--- config.mk ---
export PLATFORM = sky130hd
export DESIGN_NAME = addr_decode_stage
export DESIGN_NICKNAME = d
export VERILOG_FILES = /design/src/mempool_sys_pkg.sv /design/src/addr_decode_stage.sv
export SDC_FILE = /design/constraint.sdc
export NUM_CORES = 1
export LEC_CHECK = 0
export BUFFER_PORTS_ARGS = -buffer_cell sky130_fd_sc_hd__buf_4
export CAP_MARGIN = 5
export CORE_ASPECT_RATIO = 0.7
export CORE_MARGIN = 2
export CORE_UTILIZATION = 41
export CTS_CLUSTER_SIZE = 16
export DETAILED_ROUTE_END_ITERATION = 8
export PLACE_DENSITY_LB_ADDON = 0.08
export SKIP_LAST_GASP = 1
export SYNTH_ARGS = -nofsm -noshare
export SYNTH_HDL_FRONTEND = slang
export SYNTH_SLANG_ARGS = --single-unit
--- constraint.sdc ---
create_clock -name clk_i -period 0.8 [get_ports clk_i]
set_input_delay 0.16 -clock clk_i [delete_from_list [all_inputs] [get_ports clk_i]]
set_output_delay 0.16 -clock clk_i [all_outputs]
set_load 0.01 [all_outputs]
--- src/mempool_sys_pkg.sv ---
package mempool_sys_pkg;

  localparam int unsigned AddrWidth = 32;
  localparam int unsigned DataWidth = 32;
  localparam int unsigned StrbWidth = DataWidth / 8;

  // Routing targets, External doubles as the default port
  typedef enum logic [1:0] {
    CtrlRegisters,
    L2Memory,
    Bootrom,
    External
  } slave_target_e;

  localparam logic [AddrWidth-1:0] CtrlRegistersBaseAddr = 32'h4000_0000;
  localparam logic [AddrWidth-1:0] CtrlRegistersEndAddr  = 32'h4000_FFFF;
  localparam logic [AddrWidth-1:0] L2MemoryBaseAddr      = 32'h8000_0000;
  localparam logic [AddrWidth-1:0] L2MemoryEndAddr       = 32'h801F_FFFF;
  localparam logic [AddrWidth-1:0] BootromBaseAddr       = 32'hA000_0000;
  localparam logic [AddrWidth-1:0] BootromEndAddr        = 32'hA000_FFFF;

  // Byte offsets inside the control register window
  typedef enum logic [15:0] {
    WakeUpReg    = 16'h0000,
    EocReg       = 16'h0004,
    TcdmStartReg = 16'h0008,
    TcdmEndReg   = 16'h000C,
    NumCoresReg  = 16'h0010
  } ctrl_reg_e;

  localparam int unsigned TCDMSizePerBank = 1024; // bytes

  // Upper half of every boot ROM word
  localparam logic [15:0] BootromTag = 16'hB007;

endpackage : mempool_sys_pkg

--- src/addr_decode_stage.sv ---
`timescale 1ns/1ps

module addr_decode_stage (
  input  logic                                    clk_i,
  input  logic                                    arst_n_i,
  input  logic                                    req_i,
  input  logic                                    we_i,
  input  logic [mempool_sys_pkg::AddrWidth-1:0]   addr_i,
  input  logic [mempool_sys_pkg::DataWidth-1:0]   wdata_i,
  input  logic [mempool_sys_pkg::StrbWidth-1:0]   strb_i,
  output logic                                    dec_valid_o,
  output mempool_sys_pkg::slave_target_e          dec_target_o,
  output logic                                    dec_we_o,
  output logic [mempool_sys_pkg::AddrWidth-1:0]   dec_addr_o,
  output logic [mempool_sys_pkg::DataWidth-1:0]   dec_wdata_o,
  output logic [mempool_sys_pkg::StrbWidth-1:0]   dec_strb_o
);

  mempool_sys_pkg::slave_target_e target_d;

  // Address map, anything outside the three windows goes out
  always_comb begin
    if (addr_i >= mempool_sys_pkg::CtrlRegistersBaseAddr &&
        addr_i <= mempool_sys_pkg::CtrlRegistersEndAddr) begin
      target_d = mempool_sys_pkg::CtrlRegisters;
    end else if (addr_i >= mempool_sys_pkg::L2MemoryBaseAddr &&
                 addr_i <= mempool_sys_pkg::L2MemoryEndAddr) begin
      target_d = mempool_sys_pkg::L2Memory;
    end else if (addr_i >= mempool_sys_pkg::BootromBaseAddr &&
                 addr_i <= mempool_sys_pkg::BootromEndAddr) begin
      target_d = mempool_sys_pkg::Bootrom;
    end else begin
      target_d = mempool_sys_pkg::External;
    end
  end

  always_ff @(posedge clk_i or negedge arst_n_i) begin
    if (!arst_n_i) begin
      dec_valid_o <= 1'b0;
    end else begin
      dec_valid_o <= req_i;
    end
  end

  // Request payload, only meaningful with dec_valid_o
  always_ff @(posedge clk_i) begin
    if (req_i) begin
      dec_target_o <= target_d;
      dec_we_o     <= we_i;
      dec_addr_o   <= addr_i;
      dec_wdata_o  <= wdata_i;
      dec_strb_o   <= strb_i;
    end
  end

endmodule : addr_decode_stage

==> Word level (Yosys, flattened, before mapping) <==
Cells that the tools add are included.
{ "word_totals": {"register_bits": 72, "inputBits": 72, "out_inout_bits": 72, "wordCells": 19} }
{ "op_classes": {"order_cmp": 6, "mux": 2, "n_reduce_logical": 4} }
{ "op_table": {"columns": ["cell", "count"], "rows": [
  [">= comparator 32 bit (second input constant)", 2],
  ["less-or-equal comparator 32 bit (second input constant)", 2],
  [">= comparator 32 x 31 -> 1 bit (second input constant)", 1],
  ["less-or-equal comparator 32 x 31 -> 1 bit (second input constant)", 1],
  ["logical AND 1 bit", 3],
  ["2-to-1 mux 1 bit", 2],
  ["OR reduction 2 bit", 1]
]} }

==> Logic depth before layout (Yosys ltp) <==
{ "depth": {"word_depth": 4, "mapped_depth": 3, "depth_no_buf": 3} }

==> Worst setup path after synthesis <==
Ideal clock, no wire load.
{ "synth_path": {"kind": "input to register", "start": "input port addr_i[27] (netlist bit)", "end": "register dec_target_o[0], data pin", "setup_time_ps": 265, "t_arrival_ps": 822, "required_time_ps": 535, "setup_slack_ps": -287, "path_stages": 3, "path_buffers": 0, "path_cell_list": "nor4_2 -> nand2_1 -> or3_1"} }
{ "synth_between": {"elab_chain_cells": 4, "word_cells_on_any_way": 11, "cone_classes": "6 x order compare; 2 x mux; 3 x reduce/logical"} }
{ "synth_lines": {"columns": ["element", "line", "source"], "rows": [
  ["from (decl)", "addr_decode_stage.sv:8", "input logic [mempool_sys_pkg::AddrWidth-1:0] addr_i,"],
  [">= comparator 32 bit or less-or-equal comparator 32 bit (tied branches)", "addr_decode_stage.sv:29, addr_decode_stage.sv:30", null],
  ["logical AND 1 bit", "addr_decode_stage.sv:29", "end else if (addr_i >= mempool_sys_pkg::BootromBaseAddr &&"],
  ["2-to-1 mux 1 bit", "addr_decode_stage.sv:29", null],
  ["2-to-1 mux 1 bit", "addr_decode_stage.sv:26", "end else if (addr_i >= mempool_sys_pkg::L2MemoryBaseAddr &&"],
  ["to (signal assigned)", "addr_decode_stage.sv:48", "dec_target_o <= target_d;"],
  ["to (decl)", "addr_decode_stage.sv:12", "output mempool_sys_pkg::slave_target_e dec_target_o,"]
]} }
Parallel ways exist; a longest one is shown, timed or not.
A chain may end at the register's enable or synchronous reset.

==> Worst setup path in the final report <==
{ "layout_path": {"start": "register dec_wdata_o[16] (netlist bit)", "end": "output port dec_wdata_o[16] (netlist bit)"} }
{ "layout_lines": {"columns": ["element", "line", "source"], "rows": [
  ["from (decl)", "addr_decode_stage.sv:15", "output logic [mempool_sys_pkg::DataWidth-1:0] dec_wdata_o,"],
  ["from (signal assigned)", "addr_decode_stage.sv:51", "dec_wdata_o <= wdata_i;"]
]} }
No word-level cell between the ends.

==> flow_metrics.tcl <==
set metrics [dict create \
    run_status "complete, but fails checks" \
    violated_checks "setup timing" \
    post-route-drc-count 0 \
    synth_compound_gate_area_share_pct 0.279 \
    synthAdderAreaFrac_pct 0 \
    tritoncts_num_sinks 72 \
    critical_path.startpoint_type "register" \
    global_route_wire_length_before_repair_mm 8.99 \
    min_period_ns 1.09 \
    netlist_area_mm2 0.00224 \
    layout.filler_cells 243 \
    antenna-diode-count 0 \
    drive_gt1_share_pct 52.9 \
    synth_cell_types 10 \
    synth.top_cell.area_share_pct 95.2 \
    core_region_area_mm2 0.00526 \
    holdCritStartpoint "addr_i[30]" \
    wirelength_mm 6.65 \
    syn_inst 84 \
    grt.total_usage_pct 20.7 \
    whs_endpoint "dec_addr_o[30]$_DFFE_PP_" \
    utilization_pct 86.2 \
    multiplexer_fraction_of_the_synthesized_cell_area_pct 0.447 \
    area_delta_synth_final_pct 102 \
    final-hold-violation-count 0 \
    synth-seq-cells 72 \
    post-route-period-util_pct 136 \
    port_buffers 143 \
    die_h_um 65.8 \
    worst-endpoint-arrival_ns 0.93 \
    critical-path-slowest-cell "edfxtp_1" \
    synth.avg_cell_area_um2 26.7 \
    final_max_slew_viol_count 0 \
    grt_remaining_overflow 0 \
    wire_per_inst_um 17.5 \
    slew-limit-headroom_pct 85.4 \
    setup_violations 74 \
    worst_slew_pin_tran_ns 0.218 \
    path_delay_family "flip-flops" \
    rsz0062_at_grt "yes" \
    dpl_cell_area_mm2 0.00346 \
    synth_simple_gate_area_share_pct 2.96 \
    finalWeightedCongestion 0.661 \
    rows 22 \
    detail_route.iter0.violations 93 \
    routed_via_density 4.55 \
    layout.area.seq_mm2 0.00216 \
    root_buffer "clkbuf_8" \
    finish.net_count 375 \
    cp_num_buf_inv 1 \
    cp_num_cells 1 \
    synth_top_area_cells "edfxtp_1, dfrtp_1, nor4_2" \
    whs_path_depth 1 \
    maximum_number_of_pins_on_one_net_before_global_route_repair 35 \
    p_per_area_mw_per_mm2 1940 \
    final_design_area_no_fill_mm2 0.00453 \
    worst_hold_slack_ns 0.0141 \
    drtPass1Iterations 5 \
    timing.critical_path.fanout_max 1 \
    dp_hpwl_mm 3.53 \
    via_count_of_the_first_global_routing_pass 1776 \
    boundaryPins 144 \
    postSynthNetCount 156 \
    max_stage_delay_ns 0.44 \
    cellLeakagePower_nw 1.87 \
    die_x_um 92.3 \
    floorplan.die_area_mm2 0.00608 \
    cts.path.max_buffers 2 \
    timing.hold.worst.class "in2reg" \
    cts_tree "built" \
    end_kind "output port" \
    synth-seq-area-share_pct 96.3 \
    initial_core_util_pct 42.6 \
    path_class "reg2out" \
    yosys_warning_total 0 \
    cp_data_required_time_ns 0.64 \
    path_clk_slew_ns 0.08 \
    drv_cap 0 \
    synthXorXnorAreaFrac_pct 0 \
    antenna_left 0 \
    main_combinational_cell_family_by_area_after_synthesis "simple AND/OR/NAND/NOR gates" \
    ir_drop_v 0.00136 \
    timing.final.ws_setup_ns -0.290 \
    multi_input_comb_area_um2 105 \
    achievable-frequency_mhz 917 \
    post-cts-setup-buffers 0 \
    path_cells "buf_6" \
    grt_antenna_before_repair 0 \
    h-tree-depth 3 \
    tritoncts.num_buffers 9 \
    netlist.top_cell.by_area "edfxtp_1" \
    vias 1730 \
]
-- what timing repair did --
| item | CTS | global route |
|---|---|---|
| endpoints found under the setup margin | 74 | 74 |
| pin swaps | 4 | 3 |
| endpoints found under the hold margin | 59 | 3 |
| hold buffers | 59 | 3 |
| gates cloned | 0 | 0 |
| resized for setup | 38 | 31 |
-- registers in the layout (all words and copies together) (netlist names) --
signal,flops
dec_addr_o,32
dec_wdata_o,32
dec_strb_o,4
dec_target_o,2
dec_valid_o,1
dec_we_o,1
-- worst max path at each step --
stage	startpoint	endpoint	slack [ns]
2_1_floorplan	addr_i[28]	dec_target_o[1]$_SDFFCE_PP0P_	-0.26
3_3_place_gp	addr_i[27]	dec_target_o[1]$_SDFFCE_PP0P_	-0.45
3_5_place_dp	addr_i[27]	dec_target_o[1]$_SDFFCE_PP0P_	-0.46
4_1_cts	dec_addr_o[6]$_DFFE_PP_	dec_addr_o[6]	-0.27
5_1_grt	dec_wdata_o[16]$_DFFE_PP_	dec_wdata_o[16]	-0.31
6_report	dec_wdata_o[16]$_DFFE_PP_	dec_wdata_o[16]	-0.29
-- metrics by stage --
stage	TNS [ns]	worst slack, ns	std cells	total power (W)
finish	-16.40	-0.290	380	0.00878
global route	-19.52	-0.315	380	0.00909
CTS	-16.54	-0.271	377	0.00864
detailed placement	-2.34	-0.463	302	0.00562
global placement	-1.49	-0.452	302	0.00560
floorplan	-0.499	-0.260	84	0.00481
-- metal layers --
layer / track usage (%) / share of wire, % / vias up
met2: 37.1 / 55 / 93
met5: 0 / 0 / -
met1: 21.6 / 35 / 849
met3: 9.01 / 7.9 / 14
met4: 8.02 / 1.6 / 0
li1: - / - / 774
-- cell usage after synthesis --
library cell / count
edfxtp_1: 71
nor2_1: 1
nor3_1: 1
nor2b_1: 2
nor4_2: 2
a31oi_1: 1
nand2_1: 2
mux2i_1: 1
or3_1: 2
dfrtp_1: 1
-- cells in the final DEF (no fill, tap or decap) --
master | Yosys | routed
buf_4 | 0 | 77
edfxtp_1 | 71 | 71
buf_6 | 0 | 67
dlygate4sd3_1 | 0 | 62
clkbuf_8 | 0 | 9
nor4_4 | 0 | 2
nand2_1 | 2 | 2
nor2b_1 | 2 | 2
or3_1 | 2 | 2
clkinv_2 | 0 | 2
buf_12 | 0 | 2
mux2i_1 | 1 | 1
nor3_2 | 0 | 1
nor2_1 | 1 | 1
a31oi_1 | 1 | 1
clkinv_1 | 0 | 1
clkinvlp_4 | 0 | 1
clkinv_4 | 0 | 1
bufinv_16 | 0 | 1
clkbuf_1 | 0 | 1
dfrtp_1 | 1 | 1
-- area by class of cell --
| class | count | area share, % |
|---|---|---|
| timing repair buffer | 208 | 44.0 |
| sequential | 72 | 47.6 |
| multi-input combinational | 12 | 2.32 |
| clock inverter | 6 | 1.32 |
| tap | 72 | 1.99 |
| clock buffer | 10 | 2.82 |
-- cells by family after synthesis --
| group | count (synthesis) |
|---|---|
| flops | 72 |
| simple gates | 10 |
| compound gates | 1 |
| mux | 1 |
-- report_power, final --
group | switching [W] | internal, W
logic | 0.000495 | 0.000928
clock network | 0.00132 | 0.00142
registers | 0.000138 | 0.00447
total | 0.00195 | 0.00683
Power figures use the tool's default switching activity.
