### src/mempool_sys_pkg.sv
package mempool_sys_pkg;

  localparam int unsigned AddrWidth = 32;
  localparam int unsigned DataWidth = 32;
  localparam int unsigned StrbWidth = DataWidth / 8;

  // Routing targets, External doubles as the default port
  typedef enum logic [1:0] {
    CtrlRegisters,
    L2Memory,
    Bootrom,
    External
  } slave_target_e;

  localparam logic [AddrWidth-1:0] CtrlRegistersBaseAddr = 32'h4000_0000;
  localparam logic [AddrWidth-1:0] CtrlRegistersEndAddr  = 32'h4000_FFFF;
  localparam logic [AddrWidth-1:0] L2MemoryBaseAddr      = 32'h8000_0000;
  localparam logic [AddrWidth-1:0] L2MemoryEndAddr       = 32'h801F_FFFF;
  localparam logic [AddrWidth-1:0] BootromBaseAddr       = 32'hA000_0000;
  localparam logic [AddrWidth-1:0] BootromEndAddr        = 32'hA000_FFFF;

  // Byte offsets inside the control register window
  typedef enum logic [15:0] {
    WakeUpReg    = 16'h0000,
    EocReg       = 16'h0004,
    TcdmStartReg = 16'h0008,
    TcdmEndReg   = 16'h000C,
    NumCoresReg  = 16'h0010
  } ctrl_reg_e;

  localparam int unsigned TCDMSizePerBank = 1024; // bytes

  // Upper half of every boot ROM word
  localparam logic [15:0] BootromTag = 16'hB007;

endpackage : mempool_sys_pkg

### src/bootrom.sv
`timescale 1ns/1ps

module bootrom (
  input  logic                                  clk_i,
  input  logic                                  req_i,
  input  logic [mempool_sys_pkg::AddrWidth-1:0] addr_i,
  output logic [mempool_sys_pkg::DataWidth-1:0] rdata_o
);

  logic [mempool_sys_pkg::DataWidth-1:0] rom_word;

  // Contents are generated from the word index
  assign rom_word = {mempool_sys_pkg::BootromTag, addr_i[17:2]};

  always_ff @(posedge clk_i) begin
    if (req_i) begin
      rdata_o <= rom_word;
    end
  end

endmodule : bootrom

### config.mk
export PLATFORM = sky130hd
export DESIGN_NAME = bootrom
export DESIGN_NICKNAME = d
export VERILOG_FILES = /design/src/mempool_sys_pkg.sv /design/src/bootrom.sv
export SDC_FILE = /design/constraint.sdc
export NUM_CORES = 1
export LEC_CHECK = 0
export CORE_UTILIZATION = 25
export CTS_BUF_LIST = sky130_fd_sc_hd__clkbuf_8
export DETAILED_ROUTE_END_ITERATION = 7
export DONT_BUFFER_PORTS = 1
export GPL_TIMING_DRIVEN = 0
export PLACE_DENSITY_LB_ADDON = 0.05
export SYNTH_ARGS = -nofsm -noshare
export SYNTH_HDL_FRONTEND = slang
export SYNTH_SLANG_ARGS = --single-unit
### constraint.sdc
create_clock -name clk_i -period 0.9 [get_ports clk_i]
set_input_delay 0.18 -clock clk_i [delete_from_list [all_inputs] [get_ports clk_i]]
set_output_delay 0.18 -clock clk_i [all_outputs]
set_load 0.005 [all_outputs]
### Word-level counts from Yosys, hierarchy flattened

Cells that the tools add are included.

| word-level totals | value |
|---|---|
| latch bits | 0 |
| register bits after elaboration | 16 |
| input port bits | 34 |
| bits in read-only memories | 0 |
| RAM bits | 0 |
| memories kept | 0 |

| cells by class | value |
|---|---|
| $add $sub $neg | 0 |
| equal/unequal tests | 0 |
| multiply operators | 0 |
| shifts and indexed selects | 0 |
| divide/modulo/power cells | 0 |
| reductions and logical operators | 0 |
| bitwise operators | 0 |
| muxes and demuxes | 0 |
| order comparisons | 0 |

### Depth between registers and ports, before layout

Gate-level depths: netlist of run 1.

| logic depth | value |
|---|---|
| depth in word-level cells | 0 |
| depth in mapped cells | 1 |

### Least setup slack after synthesis of run 1

Ideal clock, no wire load.

| timing | value |
|---|---|
| path kind | reg2out |
| start point | reg rdata_o[0] (netlist name) |
| end point | out rdata_o[0] (netlist name) |
| data required time | 0.720 ns |
| setup slack | 0.365 ns |
| cell stages (with the launch flop) | 1 |
| data arrival time | 0.355 ns |
| cell sequence | edfxtp_1 |

RTL lines:

| element | RTL line | source |
|---|---|---|
| start, declared | bootrom.sv:7 | `output logic [mempool_sys_pkg::DataWidth-1:0] rdata_o` |
| start signal, assigned | bootrom.sv:17 | `rdata_o <= rom_word;` |

No word-level cell between the ends.

### Worst setup path after layout of run 1

| timing | value |
|---|---|
| start point | reg rdata_o[12] (netlist name) |
| end point | out rdata_o[12] (netlist name) |

No word-level cell between the ends.

==> impl_metrics.yaml, run 1 <==
clock_network:
  cts_root_buf: "clkbuf_8"
  htreeDepth: 1
  holdBufCountCts: 0
  cts_tree: "built"
  cts_setup_buffers: 0
  clk_transition_reported_paths_ps: 60
  cts_buffer_depth: 2
  post_cts_resized: 0
  cts.sinks: 16
  cts-buffers-inserted: 3
run_status:
  status: "finished, final reports clean"
run:
  max_cap_viol_count: 0
global_routing:
  grt_max_degree: 17
  grt-ovfl-total: 0
  grt_pass1_vias: 227
  grt_antenna_before_repair: 0
  track_usage: 0.0611
  grt_first_pass_wirelength_um: 1100
final_layout:
  nets: 87
  top_register: "rdata_o"
  drive_above_1_share: 0.365
  largest_register_ffs: 16
  top_regs: "rdata_o (16)"
  multi_input_area_um2: 60.1
  seq_area_um2: 480
  final_cell_mix: "buf_4, conb_1, edfxtp_1"
  diodes: 0
  synthToLayoutAreaGrowth_pct: 21.8
  fillers: 235
  fin_cells: 80
floorplanning:
  rows: 17
  die-width_um: 51.3
  die_area_um2: 2630
  dieHeight_um: 51.3
  start_util: 0.270
  pin_count: 66
  core-area_um2: 2250
critical_path:
  crit_path_max_fanout: 1
  path_class: "reg2out"
  cp.required_ps: 720
  setup.worst_path.end: "rdata_o[12]"
  cp_num_cells: 0
  cp-startpoint: "rdata_o[12]"
  start_kind: "flip-flop"
  cp.arrival_ps: 640
  end_kind: "output port"
sta:
  drv_slew: 0
  finalSetupTns_ps: 0
  fmax_mhz: 1210
  period_share: 0.916
  postLayoutSetupSlackWorst_ps: 75.6
  grt_setup_unrepaired: "no"
  setup_viol: 0
  timing.final.crit_period_ps: 824
  hold_violations: 0
synthesis:
  yosysTopAreaCell: "edfxtp_1"
  ys_ff_latch: 16
  netlist.area_leader.share: 0.790
  yosysSeqAreaShare: 0.790
  synthDistinctLibCells: 3
  ys_warn_count: 0
  netlist_instances: 34
  ys_top_cells_by_area: "edfxtp_1, buf_4, conb_1"
  synthesis.area_um2: 608
  avgSynthCellArea_um2: 17.9
placed_design:
  gp_congestion: 0.584
  dpl.cell_count: 76
  portBuffers: 0
  dpl_worst_slack_ps: 326
route:
  wl_um: 852
  vias: 247
  drc_errors: 0
  drtPass1Iterations: 1
  wl_per_cell_um: 10.7
  drtAntennaViolNets: 0
  viasPerCell: 3.09
  drt-initial-drc-count: 0
power:
  ir_drop_v: 0.000769
  power_frac_comb: 0.046
  switching_power_mw: 0.256
  p_sw_frac: 0.172
  power_density_nw_per_um2: 2010
  clockPowerShare: 0.336
  p_int_mw: 1.23
  pwr-share-seq: 0.617
  p_leak_nw: 0.311
worst_hold_path:
  hp-class: "in2reg"
==> power groups by stage <==
stage                     Combinational, mW  Sequential [mW]  Clock [mW]
after floorplan                      0.0649            0.925           0
after CTS                            0.0649            0.923       0.522
final                                0.0690            0.920       0.502
after global placement               0.0649            0.936           0
after detailed placement             0.0649            0.938           0
after global routing                 0.0782            0.924       0.547
==> stage by stage <==
stage               utilization  hold WS, ps  total power [mW]  instance area (um^2)
floorplan                     -          279             0.990                   661
global placement          0.309          279              1.00                   696
detailed placement        0.309          279              1.00                   696
CTS                       0.329         26.7              1.51                   741
global route              0.329         21.3              1.55                   741
finish                    0.329         33.3              1.49                   741
==> cell type report <==
type	instances	share of cell area
tap	28	0.0473
clock inverter	1	0.00507
clock buffer	3	0.0557
multi-input combinational	16	0.0811
sequential	16	0.649
buffer	16	0.162
==> cell families after synthesis <==
group | Yosys count | share of synthesized area
other | 2 | 0.0124
DFF | 16 | 0.790
buffers and inverters | 16 | 0.198
==> synthesized netlist by cell type (all sizes together) <==
cell type,n
buf,16
edfxtp,16
conb,2
==> worst min-delay path by stage <==
stage                     from     endpoint  slack, ps  cells past startpoint
finish              addr_i[14]  rdata_o[12]         30                      0
global route        addr_i[14]  rdata_o[12]         20                      0
CTS                 addr_i[12]  rdata_o[10]         30                      0
detailed placement  addr_i[12]  rdata_o[10]        280                      0
global placement     addr_i[9]   rdata_o[7]        280                      0
floorplan            addr_i[2]   rdata_o[0]        280                      0
==> layer usage <==
layer | vias to the layer above | global-route usage | part of all wire
met5 | - | 0 | 0
li1 | 119 | - | -
met3 | 0 | 0.0268 | 0.13
met1 | 101 | 0.0376 | 0.26
met2 | 27 | 0.129 | 0.61
met4 | 0 | 0.0405 | 0
Note: power is estimated with default switching activity, not from simulation.
==> run 2, diff against run 1 <==
--- a/config.mk
+++ b/config.mk
@@ -10,6 +10,7 @@
 export DETAILED_ROUTE_END_ITERATION = 7
 export DONT_BUFFER_PORTS = 1
 export GPL_TIMING_DRIVEN = 0
+export HOLD_SLACK_MARGIN = 0.12
 export PLACE_DENSITY_LB_ADDON = 0.05
 export SYNTH_ARGS = -nofsm -noshare
 export SYNTH_HDL_FRONTEND = slang
==> run 2 against run 1 <==
Final cell count grew 20%. Worst hold slack gained 12 ps. Critical path type unchanged. Largest power group unchanged. Sequential cell count is the same. Largest cell class unchanged. Setup slack lost 4.1 ps.
==> impl_metrics.yaml, run 2 (synthesized netlist as in run 1, its figures left out) <==
floorplanning:
  die-width_um: 51.3
  dieHeight_um: 51.3
  pin_count: 66
  die_area_um2: 2630
  start_util: 0.270
  rows: 17
  core-area_um2: 2250
sta:
  hold_violations: 0
  period_share: 0.921
  grt_setup_unrepaired: "no"
  timing.final.crit_period_ps: 828
  finalSetupTns_ps: 0
  setup_viol: 0
  drv_slew: 0
  fmax_mhz: 1210
power:
  finalPower_mw: 1.55
  power_density_nw_per_um2: 1720
  ir_drop_v: 0.000829
  p_leak_nw: 0.378
clock_network:
  cts-buffers-inserted: 3
  cts.sinks: 16
  cts_tree: "built"
  cts_root_buf: "clkbuf_8"
  htreeDepth: 1
  cts_buffer_depth: 2
  clk_transition_reported_paths_ps: 60
  holdBufCountCts: 16
final_layout:
  largest_register_ffs: 16
  diodes: 0
  top_register: "rdata_o"
  final_cell_mix: "buf_4, conb_1, dlygate4sd3_1, edfxtp_1, clkbuf_8"
  nets: 103
  fillers: 223
  drive_above_1_share: 0.279
  synthToLayoutAreaGrowth_pct: 48.1
  top_regs: "rdata_o (16)"
route:
  drtAntennaViolNets: 0
  wl_per_cell_um: 9.70
  drt-initial-drc-count: 0
  wl_um: 931
  drc_errors: 0
  viasPerCell: 3.25
  drtPass1Iterations: 1
  vias: 312
global_routing:
  grt_antenna_before_repair: 0
  grt_max_degree: 17
  grt_first_pass_wirelength_um: 1270
  grt_pass1_vias: 296
  track_usage: 0.0699
  grt-ovfl-total: 0
run:
  max_cap_viol_count: 0
critical_path:
  end_kind: "output port"
  path_class: "reg2out"
  start_kind: "flip-flop"
  crit_path_max_fanout: 1
  cp.required_ps: 720
  cp.arrival_ps: 650
run_status:
  status: "finished, final reports clean"
worst_hold_path:
  hp-class: "in2reg"
  hold_depth: 0
  worstHoldEndpoint: "rdata_o[12]"
  min-delay-start: "req_i"
placed_design:
  portBuffers: 0
  gp_congestion: 0.584
-- run 2: cell types whose count changed in the layout (fill, tap and decap cells not counted), sizes merged --
cell         previous run  this run
dlygate4sd3             0        16
-- run 2: cell type report --
type,instances,area [um^2],area share
Multi-Input combinational cell,16,60.1,0.0667
Buffer,16,120,0.133
Tap cell,28,35.0,0.0389
Sequential cell,16,480,0.533
Timing Repair Buffer,16,160,0.178
Clock buffer,3,41.3,0.0458
Clock inverter,1,3.75,0.00417
-- run 2: where the power goes --
group	internal [mW]	switching, mW	total (mW)	leakage, nW
Clock	0.301	0.208	0.510	0.0231
Sequential	0.889	0.0309	0.920	0.157
Combinational	0.0892	0.0336	0.123	0.198
-- run 2: how the worst max path moves through the flow --
| stage | start | endpoint | slack, ps | depth (start not counted) |
|---|---|---|---|---|
| 3_3_place_gp | rdata_o[12] | rdata_o[12] | 340 | 0 |
| 5_1_grt | rdata_o[11] | rdata_o[11] | 50 | 0 |
| 6_report | rdata_o[12] | rdata_o[12] | 70 | 0 |
| 2_1_floorplan | rdata_o[0] | rdata_o[0] | 360 | 0 |
| 3_5_place_dp | rdata_o[12] | rdata_o[12] | 330 | 0 |
| 4_1_cts | rdata_o[12] | rdata_o[12] | 60 | 0 |
-- run 2: what timing repair did --
item                                   4_1_cts  5_1_grt
endpoints found under the hold margin       32       16
setup buffers                                0        0
resized for setup                            0        0
-- run 2: routing by layer --
| layer | vias up | GRT usage | share of wire |
|---|---|---|---|
| met1 | 134 | 0.0488 | 0.25 |
| met3 | 0 | 0.0238 | 0.12 |
| met4 | 0 | 0.0405 | 0 |
| met2 | 27 | 0.149 | 0.63 |
| met5 | - | 0 | 0 |
| li1 | 151 | - | - |
-- run 2: metrics by stage --
stage | cell area (um^2) | setup WS, ps | std cells | utilization | hold slack (ps)
2_1_floorplan | 661 | 365 | 48 | - | 279
3_3_place_gp | 696 | 339 | 76 | 0.309 | 279
3_5_place_dp | 696 | 326 | 76 | 0.309 | 279
4_1_cts | 901 | 60.1 | 96 | 0.400 | 41.4
5_1_grt | 901 | 52.4 | 96 | 0.400 | 34.0
6_report | 901 | 71.5 | 96 | 0.400 | 45.4
==> run 3, diff against run 2 <==
--- a/config.mk
+++ b/config.mk
@@ -5,8 +5,8 @@
 export SDC_FILE = /design/constraint.sdc
 export NUM_CORES = 1
 export LEC_CHECK = 0
+export ABC_AREA = 1
 export CORE_UTILIZATION = 25
-export CTS_BUF_LIST = sky130_fd_sc_hd__clkbuf_8
 export DETAILED_ROUTE_END_ITERATION = 7
 export DONT_BUFFER_PORTS = 1
 export GPL_TIMING_DRIVEN = 0
==> run 3 against run 2 <==
Sequential cell count unchanged. First-iteration DRC count up 1. Die area unchanged. Critical path type unchanged. Largest power group unchanged.
==> impl_metrics.yaml, run 3 (synthesized netlist as in run 1, its figures left out) <==
run_status:
  status: "finished, final reports clean"
global_routing:
  grt_antenna_before_repair: 0
  grt_max_degree: 17
  track_usage: 0.0711
  grt_first_pass_wirelength_um: 1260
  grt-ovfl-total: 0
  grt_pass1_vias: 293
route:
  drtAntennaViolNets: 0
  drc_errors: 0
  viasPerCell: 3.25
  drtPass1Iterations: 2
  wl_per_cell_um: 9.70
  vias: 312
  wl_um: 931
  drt-initial-drc-count: 1
floorplanning:
  core-area_um2: 2250
  dieHeight_um: 51.3
  die_area_um2: 2630
  rows: 17
  die-width_um: 51.3
  start_util: 0.270
  pin_count: 66
critical_path:
  end_kind: "output port"
  cp.required_ps: 720
  path_class: "reg2out"
  crit_path_max_fanout: 1
  cp.arrival_ps: 690
  start_kind: "flip-flop"
final_layout:
  multi_input_area_um2: 60.1
  fin_cells: 96
  synthToLayoutAreaGrowth_pct: 45.1
  largest_register_ffs: 16
  nets: 103
  seq_area_um2: 480
  top_regs: "rdata_o (16)"
  drive_above_1_share: 0.279
  top_register: "rdata_o"
  fillers: 228
  final_cell_mix: "buf_4, conb_1, dlygate4sd3_1, edfxtp_1, clkbuf_4"
  diodes: 0
sta:
  fmax_mhz: 1150
  timing.final.crit_period_ps: 873
  grt_setup_unrepaired: "yes"
  finalSetupTns_ps: 0
  setup_viol: 0
  postLayoutSetupSlackWorst_ps: 27.0
  period_share: 0.970
  hold_violations: 0
  drv_slew: 0
clock_network:
  cts.sinks: 16
  cts_setup_buffers: 0
  cts_tree: "built"
  cts_buffer_depth: 2
  clk_transition_reported_paths_ps: 80
  cts_root_buf: "clkbuf_4"
  cts-buffers-inserted: 3
  holdBufCountCts: 16
  htreeDepth: 1
power:
  switching_power_mw: 0.257
  p_int_mw: 1.14
  p_leak_nw: 0.370
  p_sw_frac: 0.185
  pwr-share-seq: 0.659
  clockPowerShare: 0.253
  ir_drop_v: 0.000709
  power_density_nw_per_um2: 1580
  power_frac_comb: 0.088
run:
  max_cap_viol_count: 0
placed_design:
  gp_congestion: 0.584
  dpl_worst_slack_ps: 326
  portBuffers: 0
  dpl.cell_count: 76
worst_hold_path:
  hp-class: "in2reg"
run 3: layout make-up:
class	count	share of cell area
sequential	16	0.545
timing repair buffer	16	0.182
buffer	16	0.136
multi-input combinational	16	0.0681
tap	28	0.0397
clock buffer	3	0.0255
clock inverter	1	0.00426
run 3: worst paths after layout:
path	from	to	cells after the start
worst max-delay path	rdata_o[12]	rdata_o[12]	0
worst min-delay path	req_i	rdata_o[12]	0
run 3: through the flow:
step                      total power, mW   util  cell area [um^2]  hold WS (ps)
after floorplan                     0.990      -               661           279
after global placement               1.00  0.309               696           279
after detailed placement             1.00  0.309               696           279
after CTS                            1.41  0.391               882         -2.55
after global routing                 1.46  0.391               882         -15.3
final                                1.39  0.391               882          7.52
run 3: repair_timing:
item	4_1_cts	5_1_grt
gates resized for setup	0	0
setup endpoints to repair	0	2
hold endpoints to repair	32	16
run 3: power groups by stage:
stage	registers [mW]	logic, mW	clock network, mW
after floorplan	0.925	0.0649	0
after global placement	0.936	0.0649	0
after detailed placement	0.938	0.0649	0
after CTS	0.921	0.119	0.370
after global routing	0.922	0.137	0.397
final	0.918	0.123	0.353
run 3: layer usage:
metal	vias to the layer above	GRT usage	part of all wire
li1	152	-	-
met1	133	0.0488	0.25
met2	27	0.147	0.63
met3	0	0.0238	0.12
met4	0	0.0541	0
met5	-	0	0
