[config.mk]
export PLATFORM = sky130hd
export DESIGN_NAME = ctrl_regs
export DESIGN_NICKNAME = d
export VERILOG_FILES = /design/src/mempool_sys_pkg.sv /design/src/ctrl_regs.sv
export SDC_FILE = /design/constraint.sdc
export NUM_CORES = 1
export LEC_CHECK = 0
export CAP_MARGIN = 40
export CELL_PAD_IN_SITES_DETAIL_PLACEMENT = 0
export CELL_PAD_IN_SITES_GLOBAL_PLACEMENT = 1
export CORE_ASPECT_RATIO = 0.75
export CORE_MARGIN = 8
export CORE_UTILIZATION = 42
export CTS_CLUSTER_DIAMETER = 120
export DETAILED_ROUTE_END_ITERATION = 8
export DONT_BUFFER_PORTS = 1
export PLACE_DENSITY = 0.68
export REMOVE_ABC_BUFFERS = 1
export SLEW_MARGIN = 20
export SYNTH_ARGS = -nofsm -noshare
export SYNTH_HDL_FRONTEND = slang
export SYNTH_SLANG_ARGS = --single-unit
[constraint.sdc]
create_clock -name clk_i -period 0.9 [get_ports clk_i]
set_input_delay 0.045 -clock clk_i [delete_from_list [all_inputs] [get_ports clk_i]]
set_output_delay 0.045 -clock clk_i [all_outputs]
set_load 0.02 [all_outputs]
[src/mempool_sys_pkg.sv]
package mempool_sys_pkg;

  localparam int unsigned AddrWidth = 32;
  localparam int unsigned DataWidth = 32;
  localparam int unsigned StrbWidth = DataWidth / 8;

  // Routing targets, External doubles as the default port
  typedef enum logic [1:0] {
    CtrlRegisters,
    L2Memory,
    Bootrom,
    External
  } slave_target_e;

  localparam logic [AddrWidth-1:0] CtrlRegistersBaseAddr = 32'h4000_0000;
  localparam logic [AddrWidth-1:0] CtrlRegistersEndAddr  = 32'h4000_FFFF;
  localparam logic [AddrWidth-1:0] L2MemoryBaseAddr      = 32'h8000_0000;
  localparam logic [AddrWidth-1:0] L2MemoryEndAddr       = 32'h801F_FFFF;
  localparam logic [AddrWidth-1:0] BootromBaseAddr       = 32'hA000_0000;
  localparam logic [AddrWidth-1:0] BootromEndAddr        = 32'hA000_FFFF;

  // Byte offsets inside the control register window
  typedef enum logic [15:0] {
    WakeUpReg    = 16'h0000,
    EocReg       = 16'h0004,
    TcdmStartReg = 16'h0008,
    TcdmEndReg   = 16'h000C,
    NumCoresReg  = 16'h0010
  } ctrl_reg_e;

  localparam int unsigned TCDMSizePerBank = 1024; // bytes

  // Upper half of every boot ROM word
  localparam logic [15:0] BootromTag = 16'hB007;

endpackage : mempool_sys_pkg

[src/ctrl_regs.sv]
`timescale 1ns/1ps

module ctrl_regs #(
  parameter int unsigned                         NumCores      = 4,
  parameter int unsigned                         BankingFactor = 4,
  parameter logic [mempool_sys_pkg::AddrWidth-1:0] TCDMBaseAddr = '0
) (
  input  logic                                  clk_i,
  input  logic                                  arst_n_i,
  input  logic                                  req_i,
  input  logic                                  we_i,
  input  logic [mempool_sys_pkg::AddrWidth-1:0] addr_i,
  input  logic [mempool_sys_pkg::DataWidth-1:0] wdata_i,
  output logic [mempool_sys_pkg::DataWidth-1:0] rdata_o,
  output logic [NumCores-1:0]                   wake_up_o,
  output logic                                  eoc_valid_o
);

  localparam int unsigned TCDMSize = NumCores * BankingFactor * mempool_sys_pkg::TCDMSizePerBank;
  localparam logic [mempool_sys_pkg::DataWidth-1:0] TCDMEndAddr = TCDMBaseAddr + TCDMSize;

  logic [mempool_sys_pkg::DataWidth-1:0] eoc_q;
  logic [mempool_sys_pkg::DataWidth-1:0] read_val;

  always_ff @(posedge clk_i or negedge arst_n_i) begin
    if (!arst_n_i) begin
      wake_up_o <= '0;
      eoc_q     <= '0;
    end else if (req_i && we_i) begin
      case (addr_i[15:0])
        mempool_sys_pkg::WakeUpReg: wake_up_o <= wdata_i[NumCores-1:0];
        mempool_sys_pkg::EocReg:    eoc_q     <= wdata_i;
        default: ;                               // Read-only or unmapped
      endcase
    end
  end

  always_comb begin
    read_val = '0;
    case (addr_i[15:0])
      mempool_sys_pkg::WakeUpReg:    read_val[NumCores-1:0] = wake_up_o;
      mempool_sys_pkg::EocReg:       read_val = eoc_q;
      mempool_sys_pkg::TcdmStartReg: read_val = TCDMBaseAddr;
      mempool_sys_pkg::TcdmEndReg:   read_val = TCDMEndAddr;
      mempool_sys_pkg::NumCoresReg:  read_val = NumCores;
      default:                       read_val = '0;
    endcase
  end

  always_ff @(posedge clk_i) begin
    if (req_i) begin
      rdata_o <= read_val;
    end
  end

  assign eoc_valid_o = eoc_q[0];

endmodule : ctrl_regs

---- After elaboration in Yosys (flattened, before gate mapping) ----
Cells that the tools add are included.
storage, ports and cells
  register bits after elaboration ......... 68
cells by class
  eq/ne operators ......................... 3
  muxes and demuxes ....................... 2
  reductions and logical operators ........ 4
operators by type and width
  operator                                        number
  case mux 28 bit (2 select lines)                1
  == test 16 x 3 -> 1 bit, second input constant  1
  == test 16 x 4 -> 1 bit, second input constant  1
  == test 16 x 5 -> 1 bit, second input constant  1
  zero test 16 bit                                1
  case mux 4 bit (3 select lines)                 1
  AND reduction 2 bit                             2
  logical AND 1 bit                               1

---- Longest topological paths before layout ----
Gate-level depths: netlist (run 1).
  depth after elaboration ................. 2
  depth in mapped cells ................... 5
  depth with buffers taken out ............ 4

---- Worst setup path after synthesis (run 1) ----
No wires, ideal clock.
  kind .................................... input port to flip-flop
  from .................................... input port addr_i[3] (netlist bit)
  to ...................................... register eoc_q[10] (netlist bit)
  arrival ................................. 1.466 ns
  data required time ...................... 0.775 ns
  setup slack ............................. -0.690 ns
  stages .................................. 5
  path buffers ............................ 1
  path through ............................ or3_4 or2_4 nor3_4 buf_6 mux2_2
on the way
  cells in the longest elaborated chain, start to end .. 2
RTL lines
  item                           line             text
  start: declaration             ctrl_regs.sv:12  input logic [mempool_sys_pkg::AddrWidth-1:0] addr_i,
  == test 16 x 3 -> 1 bit        ctrl_regs.sv:30  case (addr_i[15:0])
  AND reduction 2 bit (no line)  n/a
  end signal: assignment         ctrl_regs.sv:32  mempool_sys_pkg::EocReg: eoc_q <= wdata_i;
  end: declaration               ctrl_regs.sv:22  logic [mempool_sys_pkg::DataWidth-1:0] eoc_q;
Every way passes these cells.
A chain may end at the register's enable or synchronous reset.

---- Final worst setup path (run 1) ----
  from .................................... input port addr_i[3] (netlist bit)
  to ...................................... register eoc_q[9] (netlist bit)
The elaborated chain is that of the path after synthesis.

==> results by group, run 1 <==
Outcome
  • Outcome: complete, but fails checks
  • Violated checks: negative hold slack, negative setup slack

Yosys
  • Simple-Gate Fraction of Synth Area: 0.1158
  • Post-synthesis xor/xnor area fraction: 0
  • Cell count after synthesis: approximately 160
  • Register bit total from synthesis: 68
  • Multiplexer share of the synthesized area: 0.1632
  • Syn_area_per_cell: 16.37 um^2
  • Leading area contributor after synthesis: edfxtp_1
  • Seq/Total Area, Yosys: 0.6976
  • Most common cell in the netlist: dfrtp_1
  • Top cell type's share of synthesized area: 0.3601
  • Top post-synthesis cells by count: dfrtp_1 (36), mux2_2 (35), edfxtp_1 (32), and2_1 (27), nor2_1 (5)
  • Number of distinct library cells after synthesis: 23
  • Post-Synth Adder-Cell Area: 0
  • Syn. warnings: 0
  • Post-Syn Area: 2669 um^2
  • Top cells by area, synth: edfxtp_1 (36%), dfrtp_1 (34%), mux2_2 (15%)
  • Largest family of logic cells by synthesized area: multiplexers
  • Post-synth EDFFs: 32
  • Compound-gate portion of the synthesized area: 0.005157
  • Share of flip-flops with an asynchronous set or reset: 0.5294
  • Main synth FF type: dfrtp_1

Clocking
  • Clock buffer depth: 2
  • Cts bufs inserted: 9
  • Clk slew on worst S/H paths: 0.08 ns
  • Clock net sink count: 68
  • CTS tree: yes
  • Root Driver: clkbuf_8
  • H-tree level count: 3
  • Worst-Skew Late Latency: 0.34 ns
  • Post-CTS Hold Buffers: 38

Detailed routing
  • Total number of vias: between 1,500 and 2,000
  • WL final: a little over 6000 um
  • Starting DRC count in detailed routing: 44
  • Routed vias/inst: slightly below 5
  • WL/cell: 19.44 um
  • DRT Pass-1 Iters: 4
  • Post-route DRC: 0
  • Routed Antenna Nets: 0

Floorplanning
  • # IOs: 105
  • Std-Cell Rows: 25
  • Initial core utilization: 0.4287
  • Die height: 85.04 um
  • Die width: 108.0 um
  • Core Area: 6225 um^2
  • DIE AREA: 9188 um^2

Placed design
  • GPL Wtd Cong: 0.8006
  • Detailed placement HPWL: 3949 um
  • PortBufs: 0
  • Dpl ws: -0.7452 ns

Worst setup path
  • FF-to-FF Start: wake_up_o[2]
  • Crit path arrival time: 1.47 ns
  • CP Max Fanout: 5
  • CP startpoint: addr_i[3]
  • CP required: 1.12 ns
  • Setup Crit Path Kind: in -> reg
  • Crit. End Element: flip-flop
  • CP startpoint kind: input pin

Timing
  • Setup violators final: 72
  • Fin crit period: 1.249 ns
  • Final TNS setup: -16.26 ns
  • RSZ-0062 raised after global routing: true
  • Fin worst setup slack: -0.3487 ns
  • Peak Freq: 800.8 MHz
  • Slew @ Worst Pin: 0.2349 ns
  • Slew Viols, Final: 0
  • Fin. Hold Viols: 32
  • Hold WS: -0.1855 ns
  • Max-slew headroom: 0.8422
  • Period utilization: 1.387
  • Worst clock skew: 0.006698 ns

Layout
  • Antenna diodes: 0
  • Fraction of layout cells with a size suffix above 1: 0.3898
  • P&R area growth vs syn: 44.07%
  • Nets@finish: 299

GRT
  • M1 GR Usage: 0.1463
  • Vias in the first global route: about 1,700
  • GRT met3 Usage: 0.05299
  • First-pass GRT wire length: 9384 um
  • Gr usage total: 0.1351
  • Gr busiest metal: met2
  • Initial antenna violation count: 0
  • Met2 Use GR: 0.2251
  • Largest net degree at the start of global routing: 37
  • Gr ovfl total: 0

Job
  • Max Cap Viol: 0

Power
  • Power per cell area: ~1900 nW/um^2
  • Peak supply drop: about 0.0011 V
  • Power, Total: 7.167 mW
  • LEAKAGE: 1.671 nW

Min path
  • Hold_sp: req_i
  • Tightest Hold Check Type: in -> reg
power by group:
part           switching (mW)  internal, mW
clock                    1.15          2.40
combinational          0.0835         0.142
sequential             0.0890          3.31
per-stage QoR:
step / instances / cell area [um^2] / utilization / hold slack [ns]
after floorplan: 157 / 2624 / - / -0.2506
after global placement: 252 / 2830 / 0.4547 / -0.2493
after detailed placement: 252 / 2830 / 0.4547 / -0.2496
after CTS: 315 / 3737 / 0.6004 / -0.2042
after global routing: 317 / 3845 / 0.6177 / -0.2091
final: 317 / 3845 / 0.6177 / -0.1855
worst paths after layout:
check	cells past startpoint	slack, ns	to
setup / recovery	6	-0.35	eoc_q[9]
hold / removal	0	-0.19	rdata_o[18]
setup reg to reg	3	-0.09	wake_up_o[2]
hold reg to reg	1	0.50	eoc_q[23]
max in group asynchronous	2	0.52	eoc_q[15]
min in group asynchronous	2	0.19	eoc_q[27]
cell usage in the layout (no fill, tap or decap), types with 2 or more instances in the layout:
cell / synthesis / final
nor2_2: 0 / 3
and2_1: 27 / 24
buf_4: 0 / 6
nor3_4: 1 / 2
nor2_1: 5 / 2
mux2_4: 0 / 27
buf_12: 0 / 2
edfxtp_1: 32 / 32
buf_6: 3 / 16
mux2i_1: 3 / 3
nor4_4: 1 / 3
bufinv_16: 0 / 5
dfrtp_1: 36 / 36
nor3_1: 3 / 2
mux2_2: 35 / 8
buf_8: 0 / 2
and2_4: 0 / 3
dlygate4sd3_1: 0 / 36
clkbuf_8: 0 / 9
or2_4: 1 / 2
worst max-delay path, stage by stage:
cell	delay, ns
or3_4	0.37
or2_4	0.27
nor3_4	0.15
buf_6	0.16
buf_6	0.14
mux2_2	0.33
kinds of logic (layout without fill, tap and decap cells):
group,Yosys count,count (layout)
AOI/OAI and AO/OA,2,2
DFF,68,68
and+or+nand+nor,47,47
buffers and inverters,7,80
muxes,39,39
routing by layer:
metal  wire length (um)  up-vias  share of wire
li1                   -      718              -
met1               2552      772           0.41
met2               3135       52           0.51
met3                359       11          0.058
met4                115        0          0.019
met5                  0        -              0
timing repair:
action,in CTS,in global routing
pin swaps,3,5
hold endpoints to repair,109,32
gates cloned,4,0
gates resized for setup,45,25
setup buffers,5,3
setup endpoints to repair,84,95
state kept, by name, summed over array words and instances (netlist names):
register / cells
rdata_o: 32
wake_up_o: 4
eoc_q: 32
layout make-up:
cell class | instances | area [um^2]
Clock buffer | 9 | 123.9
Tap cell | 81 | 101.3
Fill cell | 484 | 2380
Clock inverter | 7 | 162.7
Multi-Input combinational cell | 88 | 923.4
Inverter | 1 | 3.754
Sequential cell | 68 | 1862
Timing Repair Buffer | 63 | 668.1
(Power assumes the default switching activity.)
==> inputs of run 2 (changes only) <==
ABC_AREA = 1   (was unset)
PLACE_DENSITY = 0.73   (was 0.68)
==> results by group, run 2 <==
Outcome
  • Outcome: complete, but fails checks
  • Violated checks: negative hold slack, negative setup slack

Timing
  • Slew @ Worst Pin: 0.2464 ns (+0.01155 ns)
  • Worst clock skew: 0.009751 ns (+0.003053 ns)
  • Fin crit period: 0.9356 ns (-0.3131 ns)
  • RSZ-0062 raised after global routing: true
  • Setup violators final: 7 (-90%)
  • Max-slew headroom: 0.8361 (-0.006148)
  • Slew Viols, Final: 0 (unchanged)
  • Fin. Hold Viols: 32 (unchanged)
  • Hold WS: -0.1921 ns (-0.006637 ns)
  • Fin worst setup slack: -0.03557 ns (+0.3131 ns)
  • Peak Freq: 1069 MHz (+33%)
  • Period utilization: 1.040 (-0.3479)

Yosys
  • Syn_area_per_cell: 9.945 um^2 (-39%)
  • Top cells by area, synth: edfxtp_1 (33%), dfrtp_1 (31%), nand2_1 (11%)
  • Share of flip-flops with an asynchronous set or reset: 0.5294 (unchanged)
  • Syn. warnings: 0 (unchanged)
  • Top cell type's share of synthesized area: 0.3320 (-0.02802)
  • Post-synth EDFFs: 32 (unchanged)
  • Top post-synthesis cells by count: nand2_1 (83), dfrtp_1 (36), nand4_1 (36), nor2_1 (35), edfxtp_1 (32)
  • Main synth FF type: dfrtp_1
  • Cell count after synthesis: 291 (+79%)
  • Most common cell in the netlist: nand2_1
  • Leading area contributor after synthesis: edfxtp_1
  • Number of distinct library cells after synthesis: 17 (-26%)
  • Register bit total from synthesis: 68 (unchanged)
  • Post-Syn Area: 2894 um^2 (+8.4%)
  • Seq/Total Area, Yosys: 0.6433 (-0.05429)

Floorplanning
  • Initial core utilization: 0.4298 (+0.001022)
  • Die height: 87.89 um (+3.4%)
  • Core Area: 6734 um^2 (+8.2%)
  • Std-Cell Rows: 26 (+4.0%)
  • Die width: 111.9 um (+3.5%)
  • DIE AREA: 9831 um^2 (+7.0%)
  • # IOs: 105 (unchanged)

Worst setup path
  • CP top delay family: flip-flops
  • Crit path arrival time: 0.89 ns (-0.58 ns)
  • CP Max Fanout: 2 (-3)
  • Reg2Reg Depth: 3 (unchanged)
  • CP startpoint: wake_up_o[1]
  • CP required: 0.85 ns (-0.27 ns)
  • FF-to-FF Start: wake_up_o[1]
  • Worst-path cell chain: buf_6
  • CP startpoint kind: flip-flop
  • Worst path depth: 1 (-5)
  • Crit path buf inv count: 1 (-1)
  • Setup Crit Path Kind: reg -> out
  • Slowest cell on the critical path: dfrtp_1
  • Crit. End Element: primary output
  • Max stage delay on crit path: 0.41 ns (+0.04 ns)

Power
  • Power, Total: 6.703 mW (-6.5%)
  • Power per cell area: 1792 nW/um^2 (-3.9%)
  • LEAKAGE: 1.645 nW (-1.6%)
  • Peak supply drop: 0.0009999 V (-13%)

Placed design
  • Detailed placement HPWL: 4469 um (+13%)
  • PortBufs: 0 (unchanged)
  • GPL Wtd Cong: 0.7340 (-8.3%)

Detailed routing
  • Routed Antenna Nets: 0 (unchanged)
  • Post-route DRC: 0 (unchanged)
  • Total number of vias: 2,132 (+37%)
  • DRT Pass-1 Iters: 4 (unchanged)
  • Routed vias/inst: 4.947 (+0.97%)
  • WL/cell: 15.77 um (-19%)
  • WL final: 6796 um (+10%)
  • Starting DRC count in detailed routing: 80 (+82%)

GRT
  • Largest net degree at the start of global routing: 37 (unchanged)
  • Gr ovfl total: 0 (unchanged)
  • Vias in the first global route: 2,172 (+28%)
  • First-pass GRT wire length: 11,270 um (+20%)
  • Gr usage total: 0.1496 (+0.01448)
  • Initial antenna violation count: 0 (unchanged)

Clocking
  • Cts bufs inserted: 9 (unchanged)
  • Clock net sink count: 68 (unchanged)
  • H-tree level count: 3 (unchanged)
  • Clk slew on worst S/H paths: 0.08 ns (about the same)
  • Post-CTS Hold Buffers: 34 (-11%)
  • Worst-Skew Late Latency: 0.34 ns (about the same)
  • CTS tree: yes
  • Clock buffer depth: 2 (unchanged)
  • Root Driver: clkbuf_8

Layout
  • FF/Latch Area: 1862 um^2 (unchanged)
  • Final Core Density: 0.5556 (-0.06213)
  • Antenna diodes: 0 (unchanged)
  • Area of the multi-input gates: 802.0 um^2 (-13%)
  • Fraction of layout cells with a size suffix above 1: 0.1383 (-0.2515)
  • P&R area growth vs syn: 29.27%
  • Number of fillers in the final layout: 596 (+23%)
  • Commonest non-fill, non-tap cell in the layout: nand2_1
  • Most frequent cells in the layout: nand2_1 (83), nand4_1 (36), dfrtp_1 (36)
  • Top Registers: eoc_q x32, rdata_o x32, wake_up_o x4
  • Nets@finish: 410 (+37%)

Min path
  • Hold_sp: req_i
  • Tightest Hold Check Type: in -> reg
  • Worst hold stages: 0 (unchanged)

Job
  • Max Cap Viol: 0 (unchanged)
## run 2: cell count changes after synthesis, sizes merged, moves of 4 or more
| cell | previous run | this run |
|---|---|---|
| and2 | 27 | 0 |
| nand3 | 2 | 14 |
| nand2 | 1 | 84 |
| nor2 | 5 | 39 |
| mux2 | 36 | 0 |
| buf | 3 | 15 |
| nand4 | 0 | 36 |
| nor3 | 5 | 1 |
| inv | 1 | 30 |
## run 2: where the power goes
| part | leakage, nW | switching [mW] | internal [mW] | total [mW] |
|---|---|---|---|---|
| clock | 0.120 | 1.20 | 1.86 | 3.06 |
| combinational | 0.693 | 0.111 | 0.133 | 0.244 |
| sequential | 0.832 | 0.0908 | 3.31 | 3.40 |
| total | 1.64 | 1.41 | 5.30 | 6.70 |
## run 2: per-layer routing
metal | global-route usage | wire length, um | vias up
li1 | - | - | 1057
met1 | 0.1712 | 2991 | 1009
met2 | 0.2478 | 3254 | 59
met3 | 0.06336 | 481 | 7
met4 | 0.05562 | 69 | 0
met5 | 0 | 0 | -
## run 2: logic make-up (layout without fill, tap and decap cells)
kind of cell / Yosys count / in the layout / synth area share
DFF: 68 / 68 / 0.6433
buffers and inverters: 48 / 104 / 0.08128
and+or+nand+nor: 175 / 175 / 0.2754
## run 2: what timing repair did
item | CTS | global route
pin swaps | 1 | 1
hold endpoints to repair | 104 | 32
resized for setup | 5 | 1
setup endpoints to repair | 18 | 39
setup buffers | 4 | 0
## run 2: worst paths after layout
path | endpoint | slack, ns
max in group asynchronous | eoc_q[13] | 0.53
max | wake_up_o[1] | -0.04
min reg2reg | eoc_q[11] | 0.47
min in group asynchronous | eoc_q[28] | 0.17
min | rdata_o[5] | -0.19
max reg2reg | rdata_o[1] | -0.03
## run 2: stage by stage
step                      TNS [ns]  setup slack [ns]  instances  area (um^2)
after floorplan             -44.79           -0.7944        273         2771
after global placement      -6.439           -0.1097        377         3089
after detailed placement    -7.677           -0.1369        377         3089
after CTS                  -0.3593          -0.04659        431         3736
after global routing       -0.9123          -0.07037        431         3741
final                      -0.1441          -0.03557        431         3741
## run 2: cell type report
| cell class | instances | share of cell area |
|---|---|---|
| clock inverter | 7 | 0.03311 |
| clock buffer | 9 | 0.03311 |
| multi-input combinational | 175 | 0.2144 |
| tap | 84 | 0.02809 |
| sequential | 68 | 0.4977 |
| inverter | 30 | 0.03010 |
| timing repair buffer | 58 | 0.1635 |
==> inputs of run 3 (changes only) <==
REMOVE_ABC_BUFFERS = unset   (was 1)
==> results by group, run 3 (same netlist as run 2, synthesis figures left out) <==
Outcome
  • Outcome: complete, but fails checks
  • Violated checks: negative hold slack, negative setup slack

Timing
  • Worst clock skew: 0.006316 ns (-0.003435 ns)
  • Fin worst setup slack: -0.04316 ns (-0.007584 ns)
  • RSZ-0062 raised after global routing: true
  • Hold WS: -0.1784 ns (+0.01371 ns)
  • Slew @ Worst Pin: 0.2378 ns (-0.008573 ns)
  • Fin crit period: 0.9432 ns (+0.007584 ns)
  • Final TNS setup: -0.1604 ns (-0.01628 ns)
  • Max-slew headroom: 0.8414 (+0.005371)
  • Setup violators final: 6 (-1)
  • Fin. Hold Viols: 32 (unchanged)
  • Peak Freq: 1060 MHz (-0.80%)
  • Slew Viols, Final: 0 (unchanged)
  • Period utilization: 1.048 (+0.008427)

Detailed routing
  • WL/cell: 15.59 um (-1.1%)
  • Post-route DRC: 0 (unchanged)
  • Routed vias/inst: 4.951 (about the same)
  • Routed Antenna Nets: 0 (unchanged)
  • DRT Pass-1 Iters: 4 (unchanged)
  • Total number of vias: 2,139 (+0.33%)
  • WL final: 6735 um (-0.90%)
  • Starting DRC count in detailed routing: 104 (+30%)

Yosys
  • Syn Nets: roughly 360

Layout
  • Final Instance Count excl. Fillers: 432 (+0.23%)
  • P&R area growth vs syn: 28.02%
  • Nets@finish: 411 (+0.24%)
  • Top Registers: eoc_q x32, rdata_o x32, wake_up_o x4
  • Fraction of layout cells with a size suffix above 1: 0.1437 (+0.005350)
  • Final instance area: 3705 um^2 (-0.97%)
  • Final Core Density: 0.5502 (-0.005389)
  • Commonest non-fill, non-tap cell in the layout: nand2_1
  • Most frequent cells in the layout: nand2_1 (83), nand4_1 (36), dfrtp_1 (36)
  • Antenna diodes: 0 (unchanged)

Placed design
  • Placed cells: 378 (+0.27%)
  • GPL Wtd Cong: 0.7381 (+0.56%)
  • Area of placed instances: 3094 um^2 (+0.16%)
  • Dpl ws: -0.1573 ns (-0.02041 ns)
  • Detailed placement HPWL: 4583 um (+2.6%)
  • PortBufs: 0 (unchanged)

Clocking
  • Cts bufs inserted: 9 (unchanged)
  • Post-CTS Hold Buffers: 34 (unchanged)
  • Clock net sink count: 68 (unchanged)
  • Worst-Skew Late Latency: 0.34 ns (about the same)
  • Root Driver: clkbuf_8
  • CTS tree: yes
  • H-tree level count: 3 (unchanged)
  • Clock buffer depth: 2 (unchanged)
  • Clk slew on worst S/H paths: 0.07 ns (about the same)

Worst setup path
  • Worst-path cell chain: buf_6
  • Max stage delay on crit path: 0.42 ns (about the same)
  • CP Max Fanout: 2 (unchanged)
  • Setup Crit Path Kind: reg -> out
  • CP top delay family: flip-flops
  • CP required: 0.85 ns (about the same)
  • Crit. End Element: primary output
  • Crit path buf inv count: 1 (unchanged)
  • Crit path arrival time: 0.90 ns (about the same)
  • Slowest cell on the critical path: dfrtp_1
  • CP startpoint kind: flip-flop

Power
  • LEAKAGE: 1.627 nW (-1.1%)
  • Power, Total: 5.992 mW (-11%)
  • Power per cell area: 1617 nW/um^2 (-9.7%)
  • Peak supply drop: 0.0007821 V (-22%)

GRT
  • Vias in the first global route: 2,225 (+2.4%)
  • Gr ovfl total: 0 (unchanged)
  • Gr usage total: 0.1439 (-0.005654)
  • First-pass GRT wire length: 11,010 um (-2.3%)
  • Largest net degree at the start of global routing: 37 (unchanged)
  • Initial antenna violation count: 0 (unchanged)

Floorplanning
  • Initial core utilization: 0.4298 (unchanged)
  • DIE AREA: 9831 um^2 (unchanged)
  • Die width: 111.9 um (unchanged)
  • Std-Cell Rows: 26 (unchanged)
  • Core Area: 6734 um^2 (unchanged)
  • Die height: 87.89 um (unchanged)
  • # IOs: 105 (unchanged)

Min path
  • Tightest Hold Check Type: in -> reg

Job
  • Max Cap Viol: 0 (unchanged)
==> run 3: cell count changes in the layout (fill, tap and decap cells not counted), sizes merged <==
cell      previous run  this run
clkinvlp             1         0
inv                 31        30
clkbuf               9        11
clkinv               2         4
bufinv               3         1
buf                 25        26
==> run 3: final cells by class <==
cell class	count	area [um^2]
Clock buffer	11	131.4
Timing Repair Buffer	59	618.1
Multi-Input combinational cell	175	822.0
Clock inverter	5	53.80
Inverter	30	112.6
Sequential cell	68	1862
Fill cell	603	3029
Tap cell	84	105.1
==> run 3: power breakdown <==
| group | total, mW | leakage (nW) | switching, mW | internal [mW] |
|---|---|---|---|---|
| registers | 3.40 | 0.832 | 0.0889 | 3.31 |
| clock network | 2.35 | 0.0971 | 1.08 | 1.27 |
| logic | 0.244 | 0.698 | 0.111 | 0.133 |
==> run 3: layer usage <==
metal / GRT usage / wire [um] / part of all wire
met1: 0.1676 / 2974 / 0.44
met5: 0 / 0 / 0
met2: 0.2308 / 3110 / 0.46
met4: 0.04821 / 70 / 0.010
met3: 0.06887 / 579 / 0.086
==> run 3: what timing repair did <==
item | 4_1_cts | 5_1_grt
pin swaps | 0 | 2
endpoints found under the setup margin | 9 | 25
hold endpoints to repair | 104 | 32
setup buffers | 4 | 0
gates resized for setup | 5 | 6
==> run 3: final timing paths <==
kind                           endpoint  slack (ns)          from  depth (start not counted)
setup / recovery           wake_up_o[3]       -0.04  wake_up_o[3]                          1
hold / removal              rdata_o[22]       -0.18         req_i                          0
setup reg to reg             rdata_o[3]       -0.04  wake_up_o[3]                          3
hold reg to reg                eoc_q[9]        0.47      eoc_q[9]                          2
max in group asynchronous     eoc_q[14]        0.52      arst_n_i                          2
min in group asynchronous     eoc_q[15]        0.19      arst_n_i                          2
